### config.mk
export PLATFORM = sky130hd
export DESIGN_NAME = register_planes
export DESIGN_NICKNAME = d
export VERILOG_FILES = /design/src/hdl/register_planes.sv
export SDC_FILE = /design/constraint.sdc
export NUM_CORES = 1
export LEC_CHECK = 0
export BUFFER_PORTS_ARGS = -buffer_cell sky130_fd_sc_hd__buf_2
export CAP_MARGIN = 20
export CORE_MARGIN = 5
export CORE_UTILIZATION = 30
export DETAILED_ROUTE_END_ITERATION = 8
export GPL_TIMING_DRIVEN = 0
export PLACE_DENSITY_LB_ADDON = 0.25
export SYNTH_ARGS = -nofsm -noshare
export SYNTH_HDL_FRONTEND = slang
export SYNTH_SLANG_ARGS = --single-unit
### constraint.sdc
create_clock -name clk -period 2.3 [get_ports clk]
set_input_delay 0.115 -clock clk [delete_from_list [all_inputs] [get_ports clk]]
set_output_delay 0.115 -clock clk [all_outputs]
set_load 0.01 [all_outputs]
### src/hdl/register_planes.sv
`timescale 1ns/10ps

module register_planes #(
  parameter int data_w   = 8,
  parameter int num_regs = 4
) (
  input  logic                        clk,
  input  logic                        rst,
  input  logic [$clog2(num_regs)-1:0] reg_index,
  input  logic                        reg_we,
  input  logic                        tmp0_we,
  input  logic                        tmp1_we,
  input  logic                        out_port_we,
  input  logic                        src_reg,
  input  logic                        src_tmp0,
  input  logic                        src_tmp1,
  input  logic                        src_mlu,
  input  logic                        src_shifter,
  input  logic                        src_in_port,
  input  logic [data_w-1:0]           mlu_result,
  input  logic [data_w-1:0]           shift_result,
  input  logic [data_w-1:0]           in_port,
  output logic [data_w-1:0]           bus,
  output logic [data_w-1:0]           tmp0,
  output logic [data_w-1:0]           tmp1,
  output logic [data_w-1:0]           out_port
);

  logic [data_w-1:0] regs [num_regs];
  logic [data_w-1:0] reg_rd;

  assign reg_rd = regs[reg_index];

  // Bus is an AND-OR of one-hot selects, zero when nothing drives it
  assign bus = ({data_w{src_reg}}     & reg_rd)
             | ({data_w{src_tmp0}}    & tmp0)
             | ({data_w{src_tmp1}}    & tmp1)
             | ({data_w{src_mlu}}     & mlu_result)
             | ({data_w{src_shifter}} & shift_result)
             | ({data_w{src_in_port}} & in_port);

  // General registers
  always_ff @(posedge clk) begin
    if (rst) begin
      for (int i = 0; i < num_regs; i++) begin
        regs[i] <= '0;
      end
    end else if (reg_we) begin
      regs[reg_index] <= bus;
    end
  end

  // Temporaries feeding the execute block
  always_ff @(posedge clk) begin
    if (rst) begin
      tmp0 <= '0;
      tmp1 <= '0;
    end else begin
      if (tmp0_we) begin
        tmp0 <= bus;
      end
      if (tmp1_we) begin
        tmp1 <= bus;
      end
    end
  end

  // Output port updates at the edge ending the writing micro-op
  always_ff @(posedge clk) begin
    if (rst) begin
      out_port <= '0;
    end else if (out_port_we) begin
      out_port <= bus;
    end
  end

endmodule

* Word level (Yosys, flattened, before mapping)
Memory sizes are Yosys's and may differ from the RTL's.
Cells that the tools add are included.
** Word-level totals
- Register bits after elaboration :: 24
- Bits in writable memories :: 32
- Output and inout port bits :: 32
- Logic and storage cells :: 24
- Memories :: 1
** Memories
- regs :: words 4, width 8, read ports 1, clocked after Yosys merged registers in 0, wr ports 4, line 29 : logic [data_w-1:0] regs [num_regs];
** Cells by class
- Mux-type cells :: 8
- Bitwise operators :: 11
- Reduce and logical (&&, ||, !) cells :: 1
** Operators by type and width (count)
- $and 8x8->8 :: 6
- $or 8x8->8 :: 5
- $mux 8 :: 1
- $reduce_or 8->1 :: 1
- $mux 1 :: 6
- $mux 2 :: 1

* Depth between registers and ports, before layout
An unclocked memory read counts as a cell.
- Depth in word-level cells :: 8
- Gate-level depth with buffers :: 5

* Worst setup path before layout
No wires, ideal clock.
- Path kind :: register -> register
- From :: memory regs[1][1]
- To :: memory regs[0][1], data pin
- Setup time :: 285 ps
- Data arrival time :: 1380 ps
- Data required time :: 2015 ps
- Path slack :: 635 ps
- Cell stages (with the launch flop) :: 4
- Buffers on the path :: 0
- Clock period less this slack :: 1665 ps
- Cells stage by stage :: edfxtp_1 mux2_4 a222oi_1 a21oi_1
** RTL lines (line)
- start: declaration :: 29

* Worst setup path after layout
- From :: input port reg_index[1]
- To :: output port bus[0]
** Between the ends
- Word-level cells in the longest chain between the ends :: 7
** Ends and longest elaborated chain
- start: declaration :: line 9 : input logic [$clog2(num_regs)-1:0] reg_index,
- $mem_v2 4x8
- $and 8x8->8 :: line 35 : assign bus = ({data_w{src_reg}} & reg_rd)
- $or 8x8->8 :: line 36 : | ({data_w{src_tmp0}} & tmp0)
- $or 8x8->8 :: line 37 : | ({data_w{src_tmp1}} & tmp1)
- $or 8x8->8 :: line 38 : | ({data_w{src_mlu}} & mlu_result)
- $or 8x8->8 :: line 39 : | ({data_w{src_shifter}} & shift_result)
- $or 8x8->8 :: line 40 : | ({data_w{src_in_port}} & in_port);
- end: declaration :: line 23 : output logic [data_w-1:0] bus,
Every way passes these cells.

==> metrics.txt <==
CP dominant cell by count buf_2; Vias around 2,300; drt pass-1 iters 5; YS warnings 0; worst-skew pair later-pin latency 300 ps; Final Hold Fails 0; Fill cells ~850; Clock Path Buffers 2; Final setup violation count 0; max cap viols 0; RSZ-0062 raised after global routing no; H-tree depth 2; Die ar. between 10,000 and 15,000 um^2; DP HPWL 5845 um; first-pass GRT wire length between 10,000 and 15,000 um; WS Path Type in -> out; WP buf/inv 4; Mapped Area 2540 um^2; #FFs+latches synth between 50 and 60; clock skew 4.595 ps; PnR worst setup slack 174.4 ps; P_leak around 0.0013 uW; grt ovf 0; Post-synth ARST share 0; Mapped Nets ~260; Crit path largest cell delay around 690 ps; I/O Buffers around 60; CP Cell Sequence buf_2, buf_6, buf_2, mux2_2, a21boi_1, nand2_1, buf_2; Hold Buf Count CTS 0; synth cell count leaders 32 x a21oi_1, 32 x edfxtp_1, 24 x a31oi_1, 24 x dfxtp_1, 24 x o21bai_1; WL/cell between 20 and 25 um; synth unique cells 21; EDFF count, synth 32; vias in the first global route between 2,000 and 2,500; setup tns final 0 ps; CTS tree done; Cell Rows 33; Tcrit/Tclk final 0.9242; ANT nets after route 0; nets@finish between 300 and 400; PostCTS Resize Cnt 0; Worst Tran Pin Value roughly 850 ps; largest net degree at the start of global routing 16; share of post-route cells with drive strength above 1 0.3399; min-delay worst type in -> reg; Yosys top cell area share 0.3783; worst-path maximum fanout 10; vias per cell roughly 5.6; Setup WS pre-CTS -107.7 ps; VDD IR max around 280 uV; # IOs 70; area delta synth->final 25.37%; DRC 0; Root Buffer clkbuf_8; fin crit period roughly 2100 ps; Worst Setup End Kind primary output; Crit path max-delay family buffers and inverters; Slowest cell on crit path a21boi_1; status finished clean; cts bufs inserted 5; PD cells between 600 and 700 nW/um^2; Req. time, crit path about 2200 ps; Worst-path clk slew about 100 ps; ranking of synthesized cells by area edfxtp_1 38%, dfxtp_1 19%, o21bai_1 7.1%; Cells after Synth about 220; FMAX 470.5 MHz; relative slew slack 0.4298; die width a little over 100 um; initial antenna violation count 0; WP data arrival roughly 2000 ps; max-slew violations 0; initial core utilization 0.3091; total core area around 8200 um^2; Detailed Route WL 8620 um; Synth Flop Type edfxtp_1; clock sinks 56; Yosys top cell by area edfxtp_1; syn avg cell area ~12 um^2; DRT iter0 DRCs approximately 220; gpl congestion around 0.80; register area share after synthesis 0.5675; DIE HEIGHT 102.0 um; total power 2148 uW; Critical Path Source Type primary input; GRT Total Usage 0.1635; ANT cells 0
## sequential cells by signal (all words and copies together), names as in the netlist
name	cells
regs	32
out_port	8
tmp0	8
tmp1	8
## worst reg2reg max path: cells and delay by family (launching register included)
kind	cells	cell delay (ps)
flops	1	370
compound gates	3	1190
## cell usage in the layout (no fill, tap or decap), types with 5 or more instances in the layout
| cell | Yosys | final |
|---|---|---|
| buf_2 | 1 | 62 |
| a21oi_1 | 32 | 32 |
| edfxtp_1 | 32 | 32 |
| o21bai_1 | 24 | 24 |
| a31oi_1 | 24 | 24 |
| dfxtp_1 | 24 | 24 |
| buf_4 | 0 | 17 |
| a222oi_1 | 16 | 16 |
| clkbuf_1 | 11 | 13 |
| mux2_2 | 13 | 13 |
| buf_1 | 9 | 9 |
| a21boi_1 | 8 | 8 |
| nand2_1 | 8 | 8 |
| clkbuf_8 | 0 | 5 |
## where the power goes
group / internal, uW / total (uW) / switching [uW]
clock: 214 / 532 / 319
combinational: 186 / 451 / 265
sequential: 1130 / 1170 / 35.7
total: 1530 / 2150 / 619
## logic make-up (layout without fill, tap and decap cells)
group	Yosys count	after routing	share of synthesized area
muxes	16	16	0.07537
AOI/OAI and AO/OA	106	106	0.2862
and+or+nand+nor	17	17	0.03498
buffers and inverters	22	108	0.03596
DFF	56	56	0.5675
## layer usage
layer / vias to the layer above / track usage / share of wire
met5: - / 0 / 0
met4: 0 / 0.02926 / 0.0039
met3: 4 / 0.02730 / 0.067
met2: 96 / 0.2719 / 0.48
met1: 1139 / 0.2275 / 0.45
li1: 1036 / - / -
## final cells by class
type | count | area (um^2) | area share
flip-flops and latches | 56 | 1441 | 0.4527
multi-input cells | 139 | 1007 | 0.3163
repair buffers | 78 | 432.9 | 0.1360
well taps | 105 | 131.4 | 0.04126
plain buffers | 22 | 91.34 | 0.02868
clock buffers | 7 | 76.32 | 0.02397
clock inverters | 1 | 3.754 | 0.001179
## stage by stage
stage / hold slack [ps] / area, um^2 / util / cells
6_report: 178.3 / 3184 / 0.3875 / 408
5_1_grt: 178.5 / 3184 / 0.3875 / 408
4_1_cts: 234.9 / 3117 / 0.3793 / 399
3_5_place_dp: 498.9 / 2977 / 0.3623 / 383
3_3_place_gp: 491.4 / 2977 / 0.3623 / 383
2_1_floorplan: 426.6 / 2540 / - / 217
## path summary, 6_finish.rpt
kind	slack (ps)	cells after the start	endpoint	start
min	180	3	tmp0[7]$_SDFFE_PP0P_	mlu_result[7]
min reg2reg	510	2	out_port[1]$_SDFFE_PP0P_	out_port[1]$_SDFFE_PP0P_
max reg2reg	460	3	regs[2][0]$_SDFFCE_PN0P_	tmp0[0]$_SDFFE_PP0P_
max	170	7	bus[0]	reg_index[1]
## what timing repair did
| action | in CTS | in global routing |
|---|---|---|
| pin swaps | 5 | 4 |
| setup buffers | 8 | 9 |
| endpoints found under the setup margin | 9 | 4 |
| endpoints found under the hold margin | 0 | 0 |
Note: power is estimated with default switching activity, not from simulation.
