### src/hdl/cpu8_pkg.sv
package cpu8_pkg;

  // Microcode address is the opcode above the micro-op step
  localparam int step_w       = 5;
  localparam int opcode_w     = 6;
  localparam int ucode_addr_w = opcode_w + step_w;
  localparam int ucode_word_w = 32;

  // Control word field positions
  localparam int reg_src_lsb   = 0;
  localparam int reg_src_msb   = 1;
  localparam int reg_sel_lsb   = 2;
  localparam int reg_sel_msb   = 3;
  localparam int alu_plane_lsb = 4;
  localparam int alu_plane_msb = 7;
  localparam int out_plane_lsb = 8;
  localparam int out_plane_msb = 10;
  localparam int in_plane_lsb  = 11;
  localparam int in_plane_msb  = 13;
  localparam int restart_bit   = 14;
  // Bits above the restart flag are spare
  localparam int ctrl_w        = restart_bit + 1;

  // Layout inside the ALU plane
  localparam int alu_plane_w   = alu_plane_msb - alu_plane_lsb + 1;
  localparam int mlu_op_lsb    = 0;
  localparam int mlu_op_msb    = 2;
  localparam int mlu_carry_bit = 3;
  localparam int shift_op_lsb  = 0;
  localparam int shift_op_msb  = 1;

  // Destination written from the bus, codes 6 and 7 write nothing
  typedef enum logic [2:0] {
    in_none, in_reg, in_tmp0, in_tmp1, in_opcode, in_out_port
  } in_plane_e;

  // Source driven onto the bus, code 7 leaves the bus at zero
  typedef enum logic [2:0] {
    out_none, out_reg, out_tmp0, out_tmp1, out_mlu, out_shifter, out_in_port
  } out_plane_e;

  // Register index source, value 3 is illegal
  typedef enum logic [1:0] {sel_op_reg0, sel_op_reg1, sel_ctrl} reg_sel_e;

  typedef enum logic [2:0] {
    mlu_and, mlu_or, mlu_xor, mlu_add, mlu_sub, mlu_not_a, mlu_pass_a, mlu_inc_a
  } mlu_op_e;

  // Left arithmetic makes no sense, so code 3 is illegal
  typedef enum logic [1:0] {shift_sll, shift_srl, shift_sra} shift_op_e;

endpackage

### src/hdl/control_logic.sv
`timescale 1ns/10ps

module control_logic #(
  parameter int data_w   = 8,
  parameter int num_regs = 4
) (
  input  logic                              clk,
  input  logic                              rst,
  input  logic                              booted,
  input  logic [data_w-1:0]                 bus,
  input  logic [cpu8_pkg::ucode_word_w-1:0] ucode_word,
  output logic [cpu8_pkg::ucode_addr_w-1:0] ucode_addr,
  output logic [cpu8_pkg::opcode_w-1:0]     opcode,
  output logic [$clog2(num_regs)-1:0]       reg_index,
  output logic [cpu8_pkg::alu_plane_w-1:0]  alu_plane,
  output logic                              reg_we,
  output logic                              tmp0_we,
  output logic                              tmp1_we,
  output logic                              out_port_we,
  output logic                              src_reg,
  output logic                              src_tmp0,
  output logic                              src_tmp1,
  output logic                              src_mlu,
  output logic                              src_shifter,
  output logic                              src_in_port
);
  import cpu8_pkg::*;

  localparam int idx_w = $clog2(num_regs);

  logic [ctrl_w-1:0]   ctrl_q;
  logic [step_w-1:0]   step_q;
  logic [step_w-1:0]   step_next;
  logic [opcode_w-1:0] opcode_q;
  logic [opcode_w-1:0] opcode_next;
  logic [1:0]          reg_src;
  logic [1:0]          sel_bits;
  logic                restart;
  logic                opcode_we;
  reg_sel_e            reg_sel;
  in_plane_e           in_plane;
  out_plane_e          out_plane;

  // Fields of the registered control word
  assign reg_src   = ctrl_q[reg_src_msb:reg_src_lsb];
  assign reg_sel   = reg_sel_e'(ctrl_q[reg_sel_msb:reg_sel_lsb]);
  assign alu_plane = ctrl_q[alu_plane_msb:alu_plane_lsb];
  assign out_plane = out_plane_e'(ctrl_q[out_plane_msb:out_plane_lsb]);
  assign in_plane  = in_plane_e'(ctrl_q[in_plane_msb:in_plane_lsb]);
  assign restart   = ctrl_q[restart_bit];

  // Next step restarts at 0 or counts on, wrapping at 32
  assign step_next   = restart ? '0 : step_q + step_w'(1);
  // Opcode write together with restart gives a dispatch
  assign opcode_next = opcode_we ? bus[opcode_w-1:0] : opcode_q;
  assign ucode_addr  = {opcode_next, step_next};
  assign opcode      = opcode_q;

  // Step 31 with a no-op word means boot lands on step 0 of opcode 0
  always_ff @(posedge clk) begin
    if (rst || !booted) begin
      ctrl_q   <= '0;
      step_q   <= '1;
      opcode_q <= '0;
    end else begin
      ctrl_q   <= ucode_word[ctrl_w-1:0];
      step_q   <= step_next;
      opcode_q <= opcode_next;
    end
  end

  // In plane decoder
  assign reg_we      = (in_plane == in_reg);
  assign tmp0_we     = (in_plane == in_tmp0);
  assign tmp1_we     = (in_plane == in_tmp1);
  assign opcode_we   = (in_plane == in_opcode);
  assign out_port_we = (in_plane == in_out_port);

  // Out plane decoder, one-hot
  assign src_reg     = (out_plane == out_reg);
  assign src_tmp0    = (out_plane == out_tmp0);
  assign src_tmp1    = (out_plane == out_tmp1);
  assign src_mlu     = (out_plane == out_mlu);
  assign src_shifter = (out_plane == out_shifter);
  assign src_in_port = (out_plane == out_in_port);

  // Register index from an opcode field or the word itself
  always_comb begin
    case (reg_sel)
      sel_op_reg0: sel_bits = opcode_q[1:0];
      sel_op_reg1: sel_bits = opcode_q[3:2];
      default:     sel_bits = reg_src;
    endcase
  end

  assign reg_index = idx_w'(sel_bits % num_regs);

endmodule

### config.mk
export PLATFORM = sky130hd
export DESIGN_NAME = control_logic
export DESIGN_NICKNAME = d
export VERILOG_FILES = /design/src/hdl/cpu8_pkg.sv /design/src/hdl/control_logic.sv
export SDC_FILE = /design/constraint.sdc
export NUM_CORES = 1
export LEC_CHECK = 0
export BUFFER_PORTS_ARGS = -buffer_cell sky130_fd_sc_hd__buf_2
export CAP_MARGIN = 30
export CORE_MARGIN = 2
export CORE_UTILIZATION = 35
export CTS_CLUSTER_SIZE = 16
export DETAILED_ROUTE_END_ITERATION = 10
export PLACE_DENSITY = 0.71
export SLEW_MARGIN = 10
export SYNTH_ARGS = -nofsm -noshare
export SYNTH_HDL_FRONTEND = slang
export SYNTH_SLANG_ARGS = --single-unit
### constraint.sdc
create_clock -name clk -period 4 [get_ports clk]
set_input_delay 0.4 -clock clk [delete_from_list [all_inputs] [get_ports clk]]
set_output_delay 0.4 -clock clk [all_outputs]
set_load 0.1 [all_outputs]
[After elaboration in Yosys (flattened, before gate mapping)]
Index checks and enable logic that the tools add are counted.
Storage, ports and cells
  register bits after elaboration: 26
  latch bits: 0
  bits in writable memories: 0
  ROM bits: 0
  output and inout port bits: 33
  logic and storage cells: 22
  memories kept: 0
Cells by class
  $add $sub $neg: 1
  $mul: 0
  divide/modulo/power cells: 0
  order comparisons: 0
  equality and inequality tests: 12
  shift-type cells: 0
  muxes and demuxes: 3
  bitwise logic cells: 0
  reduce and logical (&&, ||, !) cells: 3
Operators with widths (number)
  3-bit equality test (second input constant): 5
  3-bit by 2-bit equality test with 1-bit output (second input constant): 4
  3-bit by 1-bit equality test with 1-bit output (second input constant): 2
  6-bit two-way mux: 1
  5-bit by 1-bit adder with 5-bit output (second input constant): 1
  5-bit two-way mux: 1
  2-bit one-hot mux with 2 select lines: 1
  2-bit by 1-bit equality test with 1-bit output (second input constant): 1
  2-bit zero test: 1
  1-bit zero test: 1
  1-bit logical OR: 1

[Longest topological paths before layout]
Gate-level depths: netlist (run 1).
  word-level depth: 2
  depth in mapped cells: 4

[Worst setup path after synthesis (run 1)]
OpenSTA, ideal clock, no wires.
  kind: flip-flop to output port
  start: register opcode_q[2] (netlist: opcode[2])
  end: output reg_index[0]
  arrival: 3.242 ns
  data required time: 3.600 ns
  slack: 0.358 ns
  stages on the path, launching flop included: 3
  path buffers: 0
  cells stage by stage: dfxtp_1 > mux2i_1 > o21ai_0
On the way
  longest elaborated chain between the ends: 1
RTL lines
  from (decl): RTL line control_logic.sv:34  | logic [opcode_w-1:0] opcode_q;
  from (signal assigned): RTL line control_logic.sv:68  | opcode_q <= opcode_next;
  2-bit one-hot mux with 2 select lines: RTL line control_logic.sv:89  | case (reg_sel)
  to (decl): RTL line control_logic.sv:14  | output logic [$clog2(num_regs)-1:0] reg_index,
Every way passes these cells.

[Worst setup path in the final report (run 1)]
  start: register ctrl_q[13]
  end: output ucode_addr[7] (netlist name)
On the way
  longest elaborated chain between the ends: 2
RTL lines
  from (decl): RTL line control_logic.sv:31  | logic [ctrl_w-1:0] ctrl_q;
  from (signal assigned): RTL line control_logic.sv:66  | ctrl_q <= ucode_word[ctrl_w-1:0];
  3-bit equality test: RTL line control_logic.sv:76  | assign opcode_we = (in_plane == in_opcode);
  6-bit two-way mux: RTL line control_logic.sv:55  | assign opcode_next = opcode_we ? bus[opcode_w-1:0] : opcode_q;
  to (decl): RTL line control_logic.sv:12  | output logic [cpu8_pkg::ucode_addr_w-1:0] ucode_addr,
Every way passes these cells.

==> results of run 1 <==
==> kinds of logic after synthesis <==
kind of cell               Yosys count
AOI/OAI and AO/OA                    6
muxes                                8
adders and majority gates            1
DFF                                 26
buffers and inverters                7
and+or+nand+nor                     43
xor gates and xnor gates             3
==> area by class of cell <==
class	instances	area, um2	area share, %
tap	31	38.8	2.90
sequential	26	520	39.0
timing repair buffer	57	292	21.8
multi-input combinational	61	449	33.6
clock buffer	4	36.3	2.72
==> where the power goes <==
part / total (mW) / leakage [nW] / internal [mW] / switching [mW]
registers: 0.278 / 0.213 / 0.270 / 0.00828
logic: 0.168 / 0.463 / 0.0343 / 0.134
clock network: 0.127 / 0.0210 / 0.0555 / 0.0710
total: 0.573 / 0.698 / 0.359 / 0.213
==> synth_stat cells <==
| library cell | number | area share (%) |
|---|---|---|
| clkbuf_1 | 3 | 1.1 |
| nor2_1 | 4 | 1.5 |
| ha_1 | 1 | 1.2 |
| nand3_1 | 2 | 0.99 |
| o21ai_0 | 6 | 3.0 |
| nand2_1 | 2 | 0.74 |
| xor2_1 | 2 | 1.7 |
| mux2i_1 | 2 | 2.0 |
| and3b_1 | 3 | 2.6 |
| nor3b_1 | 5 | 3.7 |
| and2_1 | 15 | 9.3 |
| buf_4 | 4 | 3.0 |
| and2_2 | 6 | 4.5 |
| xnor2_1 | 1 | 0.87 |
| mux2_2 | 6 | 6.7 |
| dfxtp_1 | 26 | 51 |
| and3b_2 | 2 | 2.0 |
| nand2b_1 | 1 | 0.62 |
| nor3b_4 | 1 | 1.9 |
| nor2b_1 | 2 | 1.2 |
==> routing by layer <==
| metal | up-vias | global-route usage (%) | part of all wire, % |
|---|---|---|---|
| met3 | 2 | 1.79 | 4.9 |
| met5 | - | 0 | 0 |
| met2 | 22 | 25.8 | 56 |
| met4 | 0 | 6.98 | 1.0 |
| li1 | 414 | - | - |
| met1 | 376 | 15.2 | 38 |
==> registers in the layout, summed over array words and instances, names as in the netlist <==
| signal | count |
|---|---|
| ctrl_q | 15 |
| opcode | 6 |
| step_q | 5 |
==> through the flow <==
| stage | area, um2 | worst slack, ns | hold slack, ns | util (%) | cells |
|---|---|---|---|---|---|
| after floorplan | 1010 | 0.358 | 0.458 | - | 94 |
| after global placement | 1290 | 2.14 | 0.489 | 46.7 | 174 |
| after detailed placement | 1300 | 2.15 | 0.483 | 47.1 | 175 |
| after CTS | 1340 | 1.78 | 0.264 | 48.5 | 179 |
| after global routing | 1340 | 1.67 | 0.255 | 48.5 | 179 |
| final | 1340 | 1.82 | 0.277 | 48.5 | 179 |
==> worst max-delay path by stage <==
stage / cells past startpoint / endpoint / startpoint
4_1_cts: 3 / ucode_addr[7] / ctrl_q[13]
6_report: 3 / ucode_addr[7] / ctrl_q[13]
3_5_place_dp: 3 / ucode_addr[7] / ctrl_q[13]
2_1_floorplan: 2 / reg_index[0] / opcode[2]
5_1_grt: 3 / ucode_addr[7] / ctrl_q[13]
3_3_place_gp: 3 / ucode_addr[6] / ctrl_q[13]
==> critical path, cell delays in order, from the launching register on <==
cell and delay (ns):
dfxtp_1 0.41, nor3b_4 0.37, mux2_2 0.39, buf_2 0.29
==> flow_summary.json, run 1 <==
{
  "hp-class": "primary input to register",
  "fillers": 267,
  "h-tree-depth": 1,
  "first_pass_iters": 3,
  "p_total_uw": 573,
  "finalCriticalPeriod_ns": 2.18,
  "core_um2": 2760,
  "hold_violations": 0,
  "cts_resized": 0,
  "slew_viol_final": 0,
  "synthSimpleGateAreaFrac_pct": 29.0,
  "overflow": 0,
  "syn-instance-count": 94,
  "synth_compound_area_share_pct": 2.97,
  "area_delta_synth_final_pct": 32.2,
  "root_buffer": "clkbuf_4",
  "drv_cap": 0,
  "r2r_cells": 3,
  "grt_pass1_wl_um": 3590,
  "ys_seq_area_share_pct": 51.5,
  "leakage_nw": 0.698,
  "rows": 19,
  "final_common_cell": "buf_2",
  "synthMuxAreaShare_pct": 8.66,
  "tightest_slew_ns": 0.485,
  "cp_max_fo": 6,
  "setup_viol": 0,
  "synth_seq_cells": 26,
  "reg2reg_from": "ctrl_q[13]",
  "ff2ff_setup_slack_ns": 2.57,
  "cts_hold_buf": 0,
  "outcome": "finished clean",
  "clk_pin_slew_ns": 0.13,
  "syn_area_um2": 1010,
  "dp_hpwl_um": 1660,
  "ant_nets": 0,
  "layout-drive-gt1-share_pct": 51.4,
  "holdPathStages": 2,
  "yosys.area_share.adder_pct": 1.24,
  "synth_top_family_by_area": "simple AND/OR/NAND/NOR gates",
  "antenna_found_initial": 0,
  "cp-start-kind": "register",
  "wl_um": 2050,
  "fin_setup_tns_ns": 0,
  "worstHoldStart": "ucode_word[7]",
  "start_util_pct": 36.7,
  "period_share_pct": 54.4,
  "cp.arrival_ns": 1.78,
  "vias": 814,
  "clk_latency_ns": 0.31,
  "cts_tree": "built",
  "avgSynthCellArea_um2": 10.8,
  "synth_xor_area_share_pct": 2.60,
  "io_pins": 76,
  "power_density_nw_per_um2": 429,
  "yosys_warnings": 0,
  "end_kind": "output port",
  "path_class": "register to output port",
  "drtIter0Drc": 21,
  "drc": 0,
  "cp_data_required_time_ns": 3.60,
  "via_per_inst": 4.55,
  "grt_pass1_vias": 845,
  "wl_per_cell_um": 11.4,
  "cts_buffers": 3,
  "cts_setup_buffers": 0,
  "rsz0062_at_grt": "no",
  "track_usage_pct": 13.8,
  "die_h_um": 57.7,
  "die_area_um2": 3330,
  "peakVddDrop_mv": 0.265,
  "clock_skew_ns": 0.00250,
  "die_width_um": 57.7,
  "r2r_end": "opcode[2]",
  "clock_sinks": 26,
  "maxSlewHeadroom_pct": 67.6,
  "grt_max_degree": 19,
  "synthDistinctLibCells": 20,
  "syn_nets": 138,
  "fmax_mhz": 459,
  "clock_path_buffers": 2,
  "gp_congestion": 0.648,
  "mostFrequentLayoutCells": "56 x buf_2, 26 x dfxtp_1, 15 x and2_1",
  "portBuffers": 56,
  "holdPathEnd": "ctrl_q[7]",
  "antenna_cells": 0,
  "fin_nets": 193
}
No activity file was read; power rests on OpenSTA's default activity.
==> run 2, diff against run 1 <==
clock period = 2.3 ns   (was 4 ns; I/O delays follow)
==> flow_summary.json, run 2 (same netlist as run 1, synthesis figures left out) <==
{
  "outcome": "finished clean",
  "period_share_pct": 89.1,
  "worstHoldStart": "ucode_word[5]",
  "clk_latency_ns": 0.32,
  "grt_max_degree": 15,
  "track_usage_pct": 12.7,
  "drv_cap": 0,
  "tightest_slew_ns": 0.677,
  "area_delta_synth_final_pct": 33.7,
  "final_common_cell": "buf_2",
  "cp_top_family": "flip-flops",
  "maxSlewHeadroom_pct": 54.8,
  "drc": 0,
  "path_class": "register to output port",
  "cp_slowest_cell": "dfxtp_1",
  "cts_resized": 0,
  "gr-usage-met1_pct": 14.1,
  "crit_buf_inv": 1,
  "die_area_um2": 3330,
  "ant_nets": 0,
  "hold_violations": 0,
  "cp_data_required_time_ns": 2.07,
  "slew_viol_final": 0,
  "grt_pass1_wl_um": 3200,
  "r2r_cells": 3,
  "start_util_pct": 36.7,
  "gp_congestion": 0.670,
  "rsz0062_at_grt": "no",
  "cp-start-kind": "register",
  "clk_pin_slew_ns": 0.13,
  "cpPeakStageDelay_ns": 0.41,
  "end_kind": "output port",
  "rows": 19,
  "cp_cell_sequence": "nor3b_4 -> mux2_2 -> buf_2",
  "peakVddDrop_mv": 0.434,
  "leakage_nw": 0.709,
  "die_h_um": 57.7,
  "antenna_cells": 0,
  "core_um2": 2760,
  "p_total_mw": 1.00,
  "top_register": "ctrl_q",
  "reg2reg_from": "ctrl_q[13]",
  "design_area_um2": 1350,
  "fmax_mhz": 488,
  "cts_hold_buf": 0,
  "clock_sinks": 26,
  "hp-class": "primary input to register",
  "setup_viol": 0,
  "cts_buffers": 3,
  "fin_util_pct": 49.0,
  "cp_max_fo": 6,
  "placed_area_um2": 1320,
  "crit_cells": 3,
  "root_buffer": "clkbuf_4",
  "worstSetupStartpoint": "ctrl_q[13]",
  "finalCriticalPeriod_ns": 2.05,
  "fin_nets": 193,
  "holdPathEnd": "ctrl_q[5]",
  "r2r_end": "opcode[4]",
  "overflow": 0,
  "holdWs_ns": 0.0946,
  "clock_skew_ns": 0.00713,
  "ff2ff_setup_slack_ns": 0.84,
  "die_width_um": 57.7,
  "wl_per_cell_um": 11.3,
  "grt_pass1_vias": 779,
  "cts_tree": "built",
  "vias": 798,
  "mostFrequentLayoutCells": "56 x buf_2, 26 x dfxtp_1, 15 x and2_1",
  "largest_register_ffs": 15,
  "fin_setup_tns_ns": 0,
  "clock_path_buffers": 2,
  "portBuffers": 56,
  "layout-drive-gt1-share_pct": 54.1,
  "grtUsageMet2_pct": 21.8,
  "wl_um": 2020,
  "drtIter0Drc": 16,
  "cp.arrival_ns": 1.82,
  "antenna_found_initial": 0,
  "first_pass_iters": 4,
  "dp_hpwl_um": 1610,
  "grt.busiest_layer": "met2",
  "power_density_nw_per_um2": 742,
  "h-tree-depth": 1,
  "io_pins": 76,
  "use_met3_pct": 1.79,
  "holdPathStages": 2,
  "cts_setup_buffers": 0,
  "via_per_inst": 4.46
}
==> run 2: cell count changes in the layout (fill, tap and decap cells not counted) <==
| cell | previous run | this run |
|---|---|---|
| buf_4 | 0 | 1 |
| buf_6 | 1 | 0 |
| nor3b_1 | 5 | 2 |
| nor3b_2 | 0 | 3 |
| o21ai_0 | 6 | 4 |
| o21ai_1 | 0 | 1 |
| o21ai_2 | 0 | 1 |
==> run 2: per-layer routing <==
metal	wire length (um)	part of all wire, %
met5	0	0
met4	64	3.2
met3	101	5.0
met2	1050	52
met1	807	40
==> run 2: where the power goes <==
part	switching [mW]	internal, mW
clock	0.128	0.0969
combinational	0.234	0.0598
sequential	0.0150	0.469
==> run 2: stage by stage <==
step / worst slack, ns / std cells
after floorplan: -0.554 / 94
after global placement: 0.622 / 175
after global routing: 0.165 / 179
final: 0.252 / 179
after detailed placement: 0.614 / 175
after CTS: 0.232 / 179
==> run 2: worst max-delay path by stage <==
stage | endpoint | slack (ns)
after floorplan | reg_we | -0.55
after global placement | ucode_addr[5] | 0.62
after detailed placement | ucode_addr[8] | 0.61
after CTS | ucode_addr[8] | 0.23
after global routing | ucode_addr[8] | 0.17
final | ucode_addr[8] | 0.25
==> run 2: worst reg2reg max path: stages (launching register included) <==
cell and delay [ns]:
dfxtp_1 0.41, nor3b_4 0.40, mux2_2 0.39, and2_2 0.17
==> run 2: layout make-up <==
type	instances	area, um2
multi-input cells	61	468
well taps	31	38.8
clock buffers	4	36.3
repair buffers	57	288
flip-flops and latches	26	520
fillers	269	1410
